File: src/common/matrix_pkg.sv
/*
 * matrix_pkg
 * sizes, element and slot types, the matrix record and the
 * character codes shared by the entry, store and print blocks
 */
`default_nettype none

package matrix_pkg;

	// ========================================
	// sizes
	// ========================================
	localparam int DIM_MAX   = 5;  // max rows or cols
	localparam int ELEM_MAX  = 9;  // one decimal digit per element
	localparam int NUM_SLOTS = 2;  // storage slots
	localparam int NUM_ELEMS = DIM_MAX * DIM_MAX;

	typedef logic [2:0] dim_t;
	typedef logic [7:0] elem_t;  // unsigned element
	typedef logic [$clog2(NUM_SLOTS)-1:0] slot_t;
	typedef logic [$clog2(NUM_ELEMS)-1:0] idx_t;  // flat element index

	// row r col c sits at index r*cols+c
	// entries past rows*cols stay zero
	typedef struct packed {
		dim_t                  rows;
		dim_t                  cols;
		elem_t [NUM_ELEMS-1:0] elems;
	} matrix_t;

	// ========================================
	// character codes
	// ========================================
	localparam logic [7:0] ASCII_ZERO  = 8'h30;
	localparam logic [7:0] ASCII_SPACE = 8'h20;
	localparam logic [7:0] ASCII_CR    = 8'h0D;
	localparam logic [7:0] ASCII_LF    = 8'h0A;

	localparam logic [15:0] LFSR_SEED = 16'hACE1;  // generator start state

endpackage

`default_nettype wire

File: src/source/matrix_generator.sv
/*
 * matrix_generator
 * takes rows and cols digits in generate mode, then fills one
 * element per clock from a 16 bit Fibonacci LFSR, modulo 10
 */
`default_nettype none

module matrix_generator (
	input  logic                clk,
	input  logic                rst_n,
	input  logic                enable,
	input  logic                rx_done,
	input  logic [7:0]          rx_data,
	output matrix_pkg::matrix_t generated,
	output logic                gen_ready,
	output logic                gen_error
);
	import matrix_pkg::*;

	typedef enum logic [1:0] {G_ROWS, G_COLS, G_FILL} gen_state_t;

	gen_state_t  state;
	logic [15:0] lfsr, lfsr_next;
	idx_t        idx, last_idx;
	logic [7:0]  digit_val;
	logic        is_digit, dim_ok;
	idx_t        dim_prod;

	// taps 15 13 12 10, shifting left
	assign lfsr_next = {lfsr[14:0], lfsr[15] ^ lfsr[13] ^ lfsr[12] ^ lfsr[10]};
	assign digit_val = rx_data - ASCII_ZERO;
	assign is_digit  = (rx_data >= ASCII_ZERO) && (digit_val <= 8'(ELEM_MAX));
	assign dim_ok    = (digit_val >= 8'd1) && (digit_val <= 8'(DIM_MAX));
	assign dim_prod  = idx_t'(generated.rows) * idx_t'(digit_val[2:0]);

	always_ff @(posedge clk or negedge rst_n) begin
		if (!rst_n) begin
			state     <= G_ROWS;
			lfsr      <= LFSR_SEED;  // kept across generations
			idx       <= '0;
			last_idx  <= '0;
			generated <= '0;
			gen_ready <= 1'b0;
			gen_error <= 1'b0;
		end else begin
			gen_ready <= 1'b0;
			gen_error <= 1'b0;
			if (!enable) begin
				state <= G_ROWS;  // abort on mode exit
			end else begin
				case (state)
					G_ROWS: if (rx_done && is_digit) begin  // non digits ignored
						if (dim_ok) begin
							generated.rows <= dim_t'(digit_val);
							state          <= G_COLS;
						end else
							gen_error <= 1'b1;
					end
					G_COLS: if (rx_done && is_digit) begin
						if (dim_ok) begin
							generated.cols  <= dim_t'(digit_val);
							generated.elems <= '0;
							idx             <= '0;
							last_idx        <= dim_prod - 1'b1;
							state           <= G_FILL;
						end else begin
							gen_error <= 1'b1;
							state     <= G_ROWS;
						end
					end
					default: begin  // G_FILL, step first then take low byte mod 10
						lfsr                 <= lfsr_next;
						generated.elems[idx] <= elem_t'(lfsr_next[7:0] % (ELEM_MAX + 1));
						if (idx == last_idx) begin
							gen_ready <= 1'b1;
							state     <= G_ROWS;
						end else
							idx <= idx + 1'b1;
					end
				endcase
			end
		end
	end

endmodule

`default_nettype wire

File: src/source/matrix_parser.sv
/*
 * matrix_parser
 * builds a matrix from ASCII digits in input mode
 * rows digit, cols digit, then rows*cols element digits
 */
`default_nettype none

module matrix_parser (
	input  logic                clk,
	input  logic                rst_n,
	input  logic                enable,
	input  logic                rx_done,
	input  logic [7:0]          rx_data,
	output matrix_pkg::matrix_t parsed,
	output logic                parse_ready,
	output logic                parse_error
);
	import matrix_pkg::*;

	typedef enum logic [1:0] {P_ROWS, P_COLS, P_ELEMS} parse_state_t;

	parse_state_t state;
	idx_t         idx, last_idx;
	logic [7:0]   digit_val;
	logic         is_digit, is_space, dim_ok;
	idx_t         dim_prod;

	assign digit_val = rx_data - ASCII_ZERO;
	assign is_digit  = (rx_data >= ASCII_ZERO) && (digit_val <= 8'(ELEM_MAX));
	assign is_space  = (rx_data == ASCII_SPACE) || (rx_data == ASCII_CR) ||
	                   (rx_data == ASCII_LF);
	assign dim_ok    = (digit_val >= 8'd1) && (digit_val <= 8'(DIM_MAX));
	assign dim_prod  = idx_t'(parsed.rows) * idx_t'(digit_val[2:0]);  // element count

	always_ff @(posedge clk or negedge rst_n) begin
		if (!rst_n) begin
			state       <= P_ROWS;
			idx         <= '0;
			last_idx    <= '0;
			parsed      <= '0;
			parse_ready <= 1'b0;
			parse_error <= 1'b0;
		end else begin
			parse_ready <= 1'b0;
			parse_error <= 1'b0;
			if (!enable) begin
				state <= P_ROWS;  // leaving input mode drops a partial entry
			end else if (rx_done && !is_space) begin
				if (!is_digit) begin
					parse_error <= 1'b1;  // stray character
					state       <= P_ROWS;
				end else begin
					case (state)
						P_ROWS: begin
							if (dim_ok) begin
								parsed.rows <= dim_t'(digit_val);
								state       <= P_COLS;
							end else
								parse_error <= 1'b1;  // stay and wait for a new rows digit
						end
						P_COLS: begin
							if (dim_ok) begin
								parsed.cols  <= dim_t'(digit_val);
								parsed.elems <= '0;
								idx          <= '0;
								last_idx     <= dim_prod - 1'b1;
								state        <= P_ELEMS;
							end else begin
								parse_error <= 1'b1;
								state       <= P_ROWS;
							end
						end
						default: begin  // P_ELEMS
							parsed.elems[idx] <= elem_t'(digit_val);
							if (idx == last_idx) begin
								parse_ready <= 1'b1;  // last element lands with the pulse
								state       <= P_ROWS;
							end else
								idx <= idx + 1'b1;
						end
					endcase
				end
			end
		end
	end

endmodule

`default_nettype wire

File: src/source/matrix_printer.sv
/*
 * matrix_printer
 * sends one matrix as ASCII rows, digits separated by spaces,
 * each row closed by CR LF, one byte per transmitter idle
 */
`default_nettype none

module matrix_printer (
	input  logic                clk,
	input  logic                rst_n,
	input  logic                print_start,
	input  matrix_pkg::matrix_t print_matrix,
	input  logic                tx_busy,
	output logic                print_busy,
	output logic                print_done,
	output logic                tx_start,
	output logic [7:0]          tx_data
);
	import matrix_pkg::*;

	typedef enum logic [1:0] {S_IDLE, S_WAIT, S_GAP} pr_state_t;
	typedef enum logic [1:0] {K_DIGIT, K_SPACE, K_CR, K_LF} char_kind_t;

	pr_state_t  state;
	char_kind_t kind;  // next character to send
	dim_t       row, col;
	idx_t       idx;
	logic       last;  // final LF already issued
	logic       send;
	logic [7:0] next_char;

	assign send       = (state == S_WAIT) && !tx_busy;
	assign print_busy = (state != S_IDLE);

	always_comb begin
		case (kind)
			K_DIGIT: next_char = ASCII_ZERO + print_matrix.elems[idx];
			K_SPACE: next_char = ASCII_SPACE;
			K_CR:    next_char = ASCII_CR;
			default: next_char = ASCII_LF;
		endcase
	end

	always_ff @(posedge clk) begin
		if (send)
			tx_data <= next_char;
	end

	always_ff @(posedge clk or negedge rst_n) begin
		if (!rst_n) begin
			state      <= S_IDLE;
			kind       <= K_DIGIT;
			row        <= '0;
			col        <= '0;
			idx        <= '0;
			last       <= 1'b0;
			tx_start   <= 1'b0;
			print_done <= 1'b0;
		end else begin
			tx_start   <= 1'b0;
			print_done <= 1'b0;
			case (state)
				S_IDLE: if (print_start) begin
					kind  <= K_DIGIT;
					row   <= '0;
					col   <= '0;
					idx   <= '0;
					last  <= 1'b0;
					state <= S_WAIT;
				end
				S_WAIT: if (send) begin
					tx_start <= 1'b1;
					state    <= S_GAP;
					case (kind)
						K_DIGIT: begin
							idx  <= idx + 1'b1;
							kind <= (col == print_matrix.cols - 1'b1) ? K_CR : K_SPACE;
						end
						K_SPACE: begin
							col  <= col + 1'b1;
							kind <= K_DIGIT;
						end
						K_CR: kind <= K_LF;
						default: begin  // K_LF
							if (row == print_matrix.rows - 1'b1)
								last <= 1'b1;
							else begin
								row  <= row + 1'b1;
								col  <= '0;
								kind <= K_DIGIT;
							end
						end
					endcase
				end
				default: begin  // S_GAP lets tx_busy rise
					if (last) begin
						print_done <= 1'b1;
						state      <= S_IDLE;
					end else
						state <= S_WAIT;
				end
			endcase
		end
	end

endmodule

`default_nettype wire

File: src/source/matrix_store.sv
/*
 * matrix_store
 * two slot matrix memory fed by either entry path, keeps slot valid
 * flags and the error flag, queues echo and button prints
 */
`default_nettype none

module matrix_store (
	input  logic                clk,
	input  logic                rst_n,
	input  matrix_pkg::matrix_t parsed,
	input  matrix_pkg::matrix_t generated,
	input  logic                parse_ready,
	input  logic                gen_ready,
	input  logic                parse_error,
	input  logic                gen_error,
	input  logic                btn_confirm,
	input  matrix_pkg::slot_t   req_slot,
	input  logic                print_busy,
	input  logic                print_done,
	output logic                print_start,
	output matrix_pkg::matrix_t print_matrix,
	output logic [7:0]          led
);
	import matrix_pkg::*;

	matrix_t              slots [NUM_SLOTS];
	logic [NUM_SLOTS-1:0] slot_valid;
	slot_t                wr_ptr, last_slot, btn_slot, rd_slot;
	logic                 wr_en, issue;
	logic                 echo_pend, btn_pend, in_flight, err_flag;

	assign wr_en   = parse_ready | gen_ready;
	assign rd_slot = echo_pend ? last_slot : btn_slot;  // echo served first
	assign issue   = (echo_pend | btn_pend) & ~in_flight & ~print_busy;

	// ========================================
	// slot memory and print latch
	// ========================================
	always_ff @(posedge clk) begin
		if (wr_en)
			slots[wr_ptr] <= parse_ready ? parsed : generated;
		if (issue)
			print_matrix <= slots[rd_slot];  // held until the next issue
	end

	// ========================================
	// pointers, flags and print queue
	// ========================================
	always_ff @(posedge clk or negedge rst_n) begin
		if (!rst_n) begin
			wr_ptr      <= '0;
			last_slot   <= '0;
			slot_valid  <= '0;
			echo_pend   <= 1'b0;
			btn_pend    <= 1'b0;
			btn_slot    <= '0;
			in_flight   <= 1'b0;
			print_start <= 1'b0;
			err_flag    <= 1'b0;
		end else begin
			print_start <= issue;
			if (issue) begin
				in_flight <= 1'b1;  // blocks reissue until print_done
				if (echo_pend)
					echo_pend <= 1'b0;
				else
					btn_pend <= 1'b0;
			end else if (print_done)
				in_flight <= 1'b0;
			// new requests override the clears above
			if (wr_en) begin
				slot_valid[wr_ptr] <= 1'b1;
				last_slot          <= wr_ptr;  // also the echo target
				wr_ptr             <= wr_ptr + 1'b1;
				echo_pend          <= 1'b1;
			end
			if (btn_confirm && slot_valid[req_slot]) begin  // empty slot ignored
				btn_pend <= 1'b1;
				btn_slot <= req_slot;
			end
			if (wr_en)
				err_flag <= 1'b0;
			else if (parse_error || gen_error)
				err_flag <= 1'b1;
		end
	end

	assign led = {err_flag, 4'b0000, last_slot, slot_valid};

endmodule

`default_nettype wire

File: src/source/matrix_top.sv
/*
 * matrix_top
 * UART receiver feeding the parser and the generator, the
 * two slot store, the printer and the UART transmitter
 */
`default_nettype none

module matrix_top #(
	parameter int CLKS_PER_BIT = 434
) (
	input  logic       clk,
	input  logic       rst_n,
	input  logic [7:0] command,      // bit0 input, bit1 generate, bit2 reprint slot
	input  logic       btn_confirm,
	input  logic       uart_rxd,
	output logic       uart_txd,
	output logic [7:0] led
);
	import matrix_pkg::*;

	logic       rx_done, tx_start, tx_busy;
	logic [7:0] rx_data, tx_data;
	logic       input_mode, gen_mode;
	matrix_t    parsed, generated, print_matrix;
	logic       parse_ready, parse_error, gen_ready, gen_error;
	logic       print_start, print_busy, print_done;

	assign input_mode = command[0];
	assign gen_mode   = command[1] & ~command[0];  // input mode wins

	uart_rx #(.CLKS_PER_BIT(CLKS_PER_BIT)) u_rx (
		.clk, .rst_n, .uart_rxd, .rx_done, .rx_data
	);

	matrix_parser u_parser (
		.clk, .rst_n, .enable(input_mode), .rx_done, .rx_data,
		.parsed, .parse_ready, .parse_error
	);

	matrix_generator u_generator (
		.clk, .rst_n, .enable(gen_mode), .rx_done, .rx_data,
		.generated, .gen_ready, .gen_error
	);

	matrix_store u_store (
		.clk, .rst_n, .parsed, .generated,
		.parse_ready, .gen_ready, .parse_error, .gen_error,
		.btn_confirm, .req_slot(slot_t'(command[2])),
		.print_busy, .print_done, .print_start, .print_matrix, .led
	);

	matrix_printer u_printer (
		.clk, .rst_n, .print_start, .print_matrix, .tx_busy,
		.print_busy, .print_done, .tx_start, .tx_data
	);

	uart_tx #(.CLKS_PER_BIT(CLKS_PER_BIT)) u_tx (
		.clk, .rst_n, .tx_start, .tx_data, .uart_txd, .tx_busy
	);

endmodule

`default_nettype wire

File: src/uart/uart_rx.sv
/*
 * uart_rx
 * 8N1 serial receiver, samples each bit at its middle
 * and strobes rx_done with the byte in the stop bit
 */
`default_nettype none

module uart_rx #(
	parameter int CLKS_PER_BIT = 434
) (
	input  logic       clk,
	input  logic       rst_n,
	input  logic       uart_rxd,
	output logic       rx_done,
	output logic [7:0] rx_data
);
	localparam int CNT_W = $clog2(CLKS_PER_BIT);
	localparam logic [CNT_W-1:0] HALF = CNT_W'((CLKS_PER_BIT - 1) / 2);
	localparam logic [CNT_W-1:0] LAST = CNT_W'(CLKS_PER_BIT - 1);

	typedef enum logic [1:0] {R_IDLE, R_START, R_DATA, R_STOP} rx_state_t;

	rx_state_t        state;
	logic [1:0]       sync;     // two flop synchronizer, line idles high
	logic [CNT_W-1:0] clk_cnt;
	logic [2:0]       bit_idx;

	always_ff @(posedge clk or negedge rst_n) begin
		if (!rst_n) begin
			state   <= R_IDLE;
			sync    <= 2'b11;
			clk_cnt <= '0;
			bit_idx <= '0;
			rx_done <= 1'b0;
			rx_data <= '0;
		end else begin
			sync    <= {sync[0], uart_rxd};
			rx_done <= 1'b0;
			case (state)
				R_IDLE: begin
					clk_cnt <= '0;
					bit_idx <= '0;
					if (!sync[1])
						state <= R_START;  // falling edge seen
				end
				R_START: begin
					if (clk_cnt == HALF) begin
						clk_cnt <= '0;
						state   <= sync[1] ? R_IDLE : R_DATA;  // glitch goes back to idle
					end else
						clk_cnt <= clk_cnt + 1'b1;
				end
				R_DATA: begin
					if (clk_cnt == LAST) begin
						clk_cnt <= '0;
						rx_data <= {sync[1], rx_data[7:1]};  // lsb first
						bit_idx <= bit_idx + 1'b1;
						if (bit_idx == 3'd7)
							state <= R_STOP;
					end else
						clk_cnt <= clk_cnt + 1'b1;
				end
				default: begin  // R_STOP
					if (clk_cnt == LAST) begin
						rx_done <= sync[1];  // framing error drops the byte
						state   <= R_IDLE;
					end else
						clk_cnt <= clk_cnt + 1'b1;
				end
			endcase
		end
	end

endmodule

`default_nettype wire

File: src/uart/uart_tx.sv
/*
 * uart_tx
 * 8N1 serial transmitter, start bit, eight data bits lsb first,
 * stop bit, busy from the cycle after tx_start to the end of stop
 */
`default_nettype none

module uart_tx #(
	parameter int CLKS_PER_BIT = 434
) (
	input  logic       clk,
	input  logic       rst_n,
	input  logic       tx_start,
	input  logic [7:0] tx_data,
	output logic       uart_txd,
	output logic       tx_busy
);
	localparam int CNT_W = $clog2(CLKS_PER_BIT);
	localparam logic [CNT_W-1:0] LAST = CNT_W'(CLKS_PER_BIT - 1);

	logic [9:0]       shifter;  // stop, data, start framed together
	logic [3:0]       bit_cnt;
	logic [CNT_W-1:0] clk_cnt;

	always_ff @(posedge clk or negedge rst_n) begin
		if (!rst_n) begin
			shifter <= '1;  // line idles high
			bit_cnt <= '0;
			clk_cnt <= '0;
			tx_busy <= 1'b0;
		end else if (!tx_busy) begin
			if (tx_start) begin
				shifter <= {1'b1, tx_data, 1'b0};
				bit_cnt <= '0;
				clk_cnt <= '0;
				tx_busy <= 1'b1;
			end
		end else if (clk_cnt == LAST) begin
			clk_cnt <= '0;
			shifter <= {1'b1, shifter[9:1]};  // fill with idle level
			if (bit_cnt == 4'd9)
				tx_busy <= 1'b0;  // stop bit finished
			else
				bit_cnt <= bit_cnt + 1'b1;
		end else begin
			clk_cnt <= clk_cnt + 1'b1;
		end
	end

	assign uart_txd = shifter[0];

endmodule

`default_nettype wire

File: config.mk
export PLATFORM = sky130hd
export DESIGN_NAME = matrix_top
export DESIGN_NICKNAME = d
export VERILOG_FILES = /design/src/common/matrix_pkg.sv /design/src/source/matrix_generator.sv /design/src/source/matrix_parser.sv /design/src/source/matrix_printer.sv /design/src/source/matrix_store.sv /design/src/source/matrix_top.sv /design/src/uart/uart_rx.sv /design/src/uart/uart_tx.sv
export SDC_FILE = /design/constraint.sdc
export NUM_CORES = 2
export LEC_CHECK = 0
export ABC_CLOCK_PERIOD_IN_PS = 23500
export BUFFER_PORTS_ARGS = -buffer_cell sky130_fd_sc_hd__buf_2
export CAP_MARGIN = 40
export CORE_ASPECT_RATIO = 0.7
export CORE_UTILIZATION = 50
export DETAILED_ROUTE_END_ITERATION = 10
export PLACE_DENSITY = 0.65
export SYNTH_ARGS = -nofsm -noshare
export SYNTH_HDL_FRONTEND = slang
export SYNTH_SLANG_ARGS = --single-unit
File: constraint.sdc
create_clock -name clk -period 23.5 [get_ports clk]
set_input_delay 1.175 -clock clk [delete_from_list [all_inputs] [get_ports clk]]
set_output_delay 1.175 -clock clk [all_outputs]
set_load 0.005 [all_outputs]
# Word level (Yosys, flattened, before mapping)
# Memory sizes are Yosys's and may differ from the RTL's. A register that Yosys moved wholly into a read port is not among the register bits.
# Index checks and enable logic that the tools add are counted.
dict set report classes {
  addsub 16
  mul 2
  n_div 1
  order_cmp 12
  eq_ne 48
  n_mux 126
  bitwise_logic 15
  n_reduce_logical 57
}
# op count
set ops {}
lappend ops {{$pmux 200 s2} 2}
lappend ops {{$mux 200} 3}
lappend ops {{$bwmux 200} 2}
lappend ops {{$mux 206} 1}
lappend ops {{$demux 8 s5} 2}
lappend ops {{$mux 9} 6}
lappend ops {{$mux 1} 46}
lappend ops {{$mux 2} 22}
lappend ops {{$bmux 8 s5} 1}
lappend ops {{$reduce_and 5->1} 8}
lappend ops {{$mux 5} 7}
lappend ops {{$mod 8x4->32 const B} 1}
lappend ops {{$mux 10} 3}
lappend ops {{$pmux 5 s2} 3}
lappend ops {{$pmux 9 s3} 1}
lappend ops {{$mux 8} 3}
lappend ops {{$ne 2x2->1 const B} 12}
lappend ops {{$pmux 3 s2} 4}
lappend ops {{$pmux 8 s3} 1}
lappend ops {{$reduce_and 4->1} 6}
lappend ops {{$mux 3} 7}
lappend ops {{$add 9x1->9 const B} 2}
lappend ops {{$eq 9x9->1 const B} 2}
lappend ops {{$lt 5x6->1 const B} 3}
lappend ops {{other kinds (50)} 129}
dict set report word_totals {
  regBits 541
  ramBits 412
  input_bits 12
  wordCells 371
  memories 1
}
# memory words width read_ports rd_ports_with_merged_regs wr line_no
set mem_list {}
lappend mem_list {u_store.slots 2 206 1 1 1 matrix_store.sv:27} ;# matrix_t slots [NUM_SLOTS];

# Depth between registers and ports, before layout
dict set report logic_depth {
  depth_word 8
  depth_mapped 21
  depth_no_buf 16
}

# Hierarchy
# Synthesis repeated with hierarchy kept, for this count alone.
dict set report hier_totals {
  cells_unflattened 3627
  hier_area_um2 50772.4
}
# module instances cells_per_inst area_per_inst_um2 seq_area_each_um2
set modules_own_cells {}
lappend modules_own_cells {matrix_store 1 1115 23904.2 18808.0}
lappend modules_own_cells {matrix_generator 1 1296 11917.7 5915.7}
lappend modules_own_cells {matrix_parser 1 704 9350.2 5505.3}
lappend modules_own_cells {matrix_printer 1 282 3133.0 690.7}
lappend modules_own_cells {uart_tx 1 122 1260.0 586.8}
lappend modules_own_cells {uart_rx 1 107 1193.6 628.1}
lappend modules_own_cells {matrix_top 1 1 13.8 0.0}

# Worst setup path before layout
# OpenSTA, ideal clock, no wires.
dict set report synth_path {
  kind {register to register}
  from {reg u_parser.parse_ready}
  to {reg u_store.slot_valid[0]}
  setup_time_ps 121
  arrival_time_ps 10175
  t_required_ps 23379
  slack_ps 13204
  stages_incl_launch_ff 5
  n_path_buf 1
  path_cell_list {dfrtp_1 -> clkbuf_1 -> nor2_1 -> nor2_1 -> or2_2}
}
dict set report synth_via {
  elab_chain_len 1
}
# item line_no
set synth_lines {}
lappend synth_lines {{from (decl)} matrix_parser.sv:15} ;# output logic parse_ready,
lappend synth_lines {{from (signal assigned)} matrix_parser.sv:41} ;# parse_ready <= 1'b0;
lappend synth_lines {{from (signal assigned)} matrix_parser.sv:44} ;# parse_ready <= 1'b0;
lappend synth_lines {{from (signal assigned)} matrix_parser.sv:76} ;# parse_ready <= 1'b1;
lappend synth_lines {{$or 1x1->1} matrix_store.sv:33} ;# assign wr_en = parse_ready | gen_ready;
lappend synth_lines {{to (signal assigned)} matrix_store.sv:54} ;# slot_valid <= '0;
lappend synth_lines {{to (signal, indexed assignment)} matrix_store.sv:73} ;# slot_valid[wr_ptr] <= 1'b1;
lappend synth_lines {{to (decl)} matrix_store.sv:28} ;# logic [NUM_SLOTS-1:0] slot_valid;
# Every way passes these cells.
# A chain may end at the register's enable or synchronous reset.

# Worst setup path after layout
dict set report layout_path {
  from {reg u_generator.lfsr[5]}
  to {reg u_generator.generated[158] (netlist name)}
}
dict set report layout_via {
  elab_chain_len 3
}
# item line_no
set layout_lines {}
lappend layout_lines {{from (decl)} matrix_generator.sv:23} ;# logic [15:0] lfsr, lfsr_next;
lappend layout_lines {{from (signal assigned)} matrix_generator.sv:72} ;# lfsr <= lfsr_next;
lappend layout_lines {{$mod 8x4->32} matrix_generator.sv:73} ;# generated.elems[idx] <= elem_t'(lfsr_next[7:0] % (ELEM_MAX + 1));
lappend layout_lines {{$bwmux 200} matrix_generator.sv:73}
lappend layout_lines {{$pmux 200 s2} matrix_generator.sv:51} ;# case (state)
# Every way passes these cells.

==> impl_metrics.prom <==
# TYPE chip_impl_metric gauge
chip_impl_metric{name="wire_per_inst",unit="um"} 26.52
chip_impl_metric{name="netlist-cell-type-count",unit=""} 79
chip_impl_metric{name="max_cap_viol_count",unit=""} 0
chip_impl_metric{name="worst-slew-pin-transition",unit="ps"} 1174
chip_impl_metric{name="global_route_wire_length_before_repair",unit="um"} 184200
chip_impl_metric{name="io_buffer_count",unit=""} 11
chip_impl_metric{name="fin_crit_sh",unit=""} 0.2646
chip_impl_metric{name="hold_viol",unit=""} 0
chip_impl_info{name="clockRootBuffer",value="clkbuf_16"} 1
chip_impl_metric{name="post_cts_resize_count",unit=""} 0
chip_impl_metric{name="ys_warn_count",unit=""} 0
chip_impl_metric{name="dr.first_iter.drc_count",unit=""} 3173
chip_impl_metric{name="weighted_congestion_reported_at_the_end_of_routability_driven_placement",unit=""} 0.8536
chip_impl_metric{name="layout.cells.non_filler",unit=""} 4577
chip_impl_metric{name="antenna_found_initial",unit=""} 5
chip_impl_metric{name="total_wirelength_of_the_detailed_routed_design",unit="um"} 121400
chip_impl_metric{name="floorplan.die_area",unit="um^2"} 97250
chip_impl_info{name="crit_path_max_delay_cell_type",value="a2111oi_1"} 1
chip_impl_metric{name="power.combinational.fraction",unit=""} 0.006
chip_impl_info{name="layout.cells.most_common_list",value="edfxtp_1 (626), dfrtp_1 (510), mux2_2 (441)"} 1
chip_impl_metric{name="layout_min_cycle_time",unit="ps"} 6218
chip_impl_metric{name="multiInputGateArea",unit="um^2"} 15030
chip_impl_metric{name="synthArstFlopShare",unit=""} 0.4594
chip_impl_metric{name="detail_route.vias_per_cell",unit=""} 6.227
chip_impl_metric{name="drtPass1Iterations",unit=""} 6
chip_impl_metric{name="floorplan.die.height",unit="um"} 261.2
chip_impl_metric{name="path_buf_inv",unit=""} 2
chip_impl_metric{name="width_of_the_die",unit="um"} 372.3
chip_impl_metric{name="max_incr_delay_on_cp",unit="ps"} 890
chip_impl_metric{name="clk-insertion-delay-late",unit="ps"} 700
chip_impl_metric{name="hpwl_dp",unit="um"} 74820
chip_impl_metric{name="number_of_max_slew_violations_in_the_final_report",unit=""} 0
chip_impl_metric{name="crit_fanout",unit=""} 17
chip_impl_info{name="critical_path.cell_chain",value="inv_1 > ha_1 > or2_2 > ha_1 > and3_1 > a22oi_1 > o221a_2 > and3_1 > o21ai_1 > a2111oi_1 > a22o_1 > a2bb2oi_1 > o211ai_1 > a22oi_2 > xnor2_4 > buf_4 > o21ai_1"} 1
chip_impl_metric{name="worstPathArrival",unit="ps"} 6770
chip_impl_metric{name="syn_inst",unit=""} 3225
chip_impl_metric{name="synth.avg_cell_area",unit="um^2"} 14.88
chip_impl_metric{name="numCtsBuffers",unit=""} 107
chip_impl_info{name="startpoint_type_of_the_worst_setup_path",value="flop"} 1
chip_impl_metric{name="power_switching",unit="uW"} 780.1
chip_impl_info{name="cts_tree",value="yes"} 1
chip_impl_metric{name="floorplan.initialDensity",unit=""} 0.5075
chip_impl_metric{name="netlist_area",unit="um^2"} 47990
chip_impl_metric{name="cts_max_path_buffers",unit=""} 3
chip_impl_metric{name="power_density",unit="nW/um^2"} 73.93
chip_impl_metric{name="grt_usage",unit=""} 0.2555
chip_impl_metric{name="cellLeakagePower",unit="nW"} 19.95
chip_impl_metric{name="ys_seq_elements",unit=""} 1158
chip_impl_metric{name="htree_num_levels",unit=""} 3
chip_impl_info{name="synth_ff_type",value="edfxtp_1"} 1
chip_impl_metric{name="pin_count_of_the_biggest_net_entering_global_routing",unit=""} 176
chip_impl_metric{name="peakVddDrop",unit="mV"} 0.06966
chip_impl_info{name="rsz0062_at_grt",value="false"} 1
chip_impl_metric{name="max_slew_margin",unit=""} 0.2170
chip_impl_metric{name="fmax",unit="GHz"} 0.1608
chip_impl_info{name="setup.worst_path.end_class",value="flop"} 1
chip_impl_info{name="setup.worst_path.class",value="reg -> reg"} 1
chip_impl_metric{name="sw_frac_of_total",unit=""} 0.1971
chip_impl_metric{name="postRouteAntennaNets",unit=""} 0
chip_impl_metric{name="fp.coreArea",unit="um^2"} 94560
chip_impl_metric{name="synth-edff-count",unit=""} 626
chip_impl_metric{name="globalRouteOverflowTotal",unit=""} 0
chip_impl_metric{name="seq_area_frac_synth",unit=""} 0.6696
chip_impl_metric{name="worst_clock_skew",unit="ps"} 21.94
chip_impl_metric{name="ioPinCount",unit=""} 21
chip_impl_metric{name="tns",unit="ps"} 0
chip_impl_info{name="timing.critical_path.max_delay_family",value="compound AO/OA/AOI/OAI gates"} 1
chip_impl_metric{name="regArea",unit="um^2"} 32140
chip_impl_metric{name="dpl_cell_area",unit="um^2"} 49870
chip_impl_metric{name="routed-via-count",unit=""} 28499
chip_impl_metric{name="cp_required",unit="ps"} 24050
chip_impl_metric{name="internal-power",unit="mW"} 3.178
chip_impl_metric{name="clock_sink_total",unit=""} 1158
chip_impl_metric{name="cts.reportedPaths.clkPinSlew",unit="ps"} 60
chip_impl_metric{name="rows",unit=""} 94
chip_impl_metric{name="postCtsHoldBufs",unit=""} 0
chip_impl_info{name="run_status",value="completed"} 1
chip_impl_metric{name="layout.nets",unit=""} 3296
chip_impl_metric{name="place_inst",unit=""} 4375
chip_impl_metric{name="sequentialPowerShare",unit=""} 0.537
chip_impl_metric{name="layout.filler_cells",unit=""} 7316
chip_impl_info{name="layout.cells.most_common",value="edfxtp_1"} 1
chip_impl_metric{name="pwr-share-clk",unit=""} 0.457
chip_impl_metric{name="drc_violation_count_after_routing",unit=""} 0
chip_impl_metric{name="final_layout_size_suffix_gt1_frac",unit=""} 0.2470
chip_impl_metric{name="finish.instance_area",unit="um^2"} 53530
chip_impl_metric{name="report.final.setup_viol",unit=""} 0
chip_impl_info{name="worstHoldPathType",value="reg -> reg"} 1
chip_impl_metric{name="first_global_vias",unit=""} 29166
chip_impl_metric{name="area_growth",unit="%"} 11.55
chip_impl_metric{name="post_cts.repair.setup_buffers",unit=""} 0
-- cell type report --
class,count,share of cell area
flip-flops and latches,1158,0.6004
clock buffers,140,0.05518
inverters,47,0.003576
repair buffers,96,0.01779
diodes,1,0.00004674
multi-input cells,1827,0.2808
well taps,1248,0.02917
clock inverters,60,0.01304
-- power groups by stage --
| stage | clock, mW | sequential, mW | combinational [mW] |
|---|---|---|---|
| 2_1_floorplan | 0 | 2.17 | 0.00120 |
| 3_3_place_gp | 0 | 2.17 | 0.0207 |
| 3_5_place_dp | 0 | 2.17 | 0.0235 |
| 4_1_cts | 1.84 | 2.13 | 0.0236 |
| 5_1_grt | 1.92 | 2.12 | 0.0263 |
| 6_report | 1.81 | 2.13 | 0.0221 |
-- routing by layer --
metal / share of wire / GRT usage
met1: 0.45 / 0.3827
met2: 0.43 / 0.3740
met3: 0.092 / 0.06084
met4: 0.026 / 0.06905
met5: 0.00017 / 0
-- kinds of logic (layout without fill, tap and decap cells) --
family	Yosys count	count (layout)	share of synthesized area
AOI/OAI and AO/OA	588	588	0.09151
xor gates and xnor gates	56	56	0.01053
adders and majority gates	47	47	0.01288
buffers and inverters	243	343	0.02021
DFF	1158	1158	0.6696
muxes	522	522	0.1350
other	1	5	0.00007814
and+or+nand+nor	610	610	0.06023
-- path summary, 6_finish.rpt --
| path | from | end | slack [ps] | depth (start not counted) |
|---|---|---|---|---|
| hold / removal | u_rx.sync[0]$_DFF_PN1_ | u_rx.sync[1]$_DFF_PN1_ | 360 | 0 |
| max in group asynchronous | rst_n | u_generator.generated[198]$_DFFE_PN0P_ | 21240 | 5 |
| hold reg to reg | u_rx.sync[0]$_DFF_PN1_ | u_rx.sync[1]$_DFF_PN1_ | 360 | 0 |
| setup reg to reg | u_generator.lfsr[5]$_DFFE_PN1P_ | u_generator.generated[158]$_DFFE_PN0P_ | 17280 | 17 |
| min in group asynchronous | rst_n | u_generator.generated[100]$_DFFE_PN0P_ | 510 | 1 |
| setup / recovery | u_generator.lfsr[5]$_DFFE_PN1P_ | u_generator.generated[158]$_DFFE_PN0P_ | 17280 | 17 |
-- flip-flops by register name, summed over array words and instances (netlist names), 5 cells and up --
| register | flops |
|---|---|
| u_store.slots | 412 |
| u_generator.generated | 206 |
| u_parser.parsed | 206 |
| u_store.print_matrix | 206 |
| u_generator.lfsr | 16 |
| u_rx.clk_cnt | 9 |
| u_tx.clk_cnt | 9 |
| u_tx.shifter | 9 |
| u_printer.tx_data | 8 |
| u_rx.rx_data | 8 |
| u_generator.idx | 5 |
| u_generator.last_idx | 5 |
| u_parser.idx | 5 |
| u_parser.last_idx | 5 |
| u_printer.idx | 5 |
-- metrics by stage --
step | total power [mW] | utilization | hold WS, ps | setup slack (ps)
2_1_floorplan | 2.168 | - | 345.2 | 13200
3_3_place_gp | 2.187 | 0.5231 | 348.4 | 17670
3_5_place_dp | 2.190 | 0.5274 | 347.6 | 17400
4_1_cts | 3.987 | 0.5661 | 360.0 | 17360
5_1_grt | 4.070 | 0.5661 | 364.8 | 17020
6_report | 3.958 | 0.5661 | 359.0 | 17280
-- synthesized netlist by cell type (8+ instances only) --
cell type,count,area share
clkbuf_1,152,0.012
nand3_1,32,0.0033
nand2_1,257,0.020
dfstp_2,19,0.010
a21oi_1,61,0.0064
o211ai_1,11,0.0017
nor2b_1,29,0.0038
o21ai_0,154,0.016
buf_4,8,0.0013
nand4_1,11,0.0014
buf_1,24,0.0019
o21ai_1,37,0.0039
mux2i_1,25,0.0052
dfrtp_1,513,0.27
xor2_1,25,0.0046
and3_1,23,0.0030
nor2_1,106,0.0083
nand2b_1,27,0.0035
a32o_1,169,0.035
nor3_1,19,0.0020
inv_1,47,0.0037
buf_2,10,0.0010
ha_1,43,0.011
mux4_2,56,0.026
and2_1,72,0.0094
mux2_2,441,0.10
a22o_1,72,0.013
xnor2_1,29,0.0053
o31ai_1,14,0.0022
edfxtp_1,626,0.39
o2bb2ai_1,17,0.0031
Note: power is estimated with default switching activity, not from simulation.
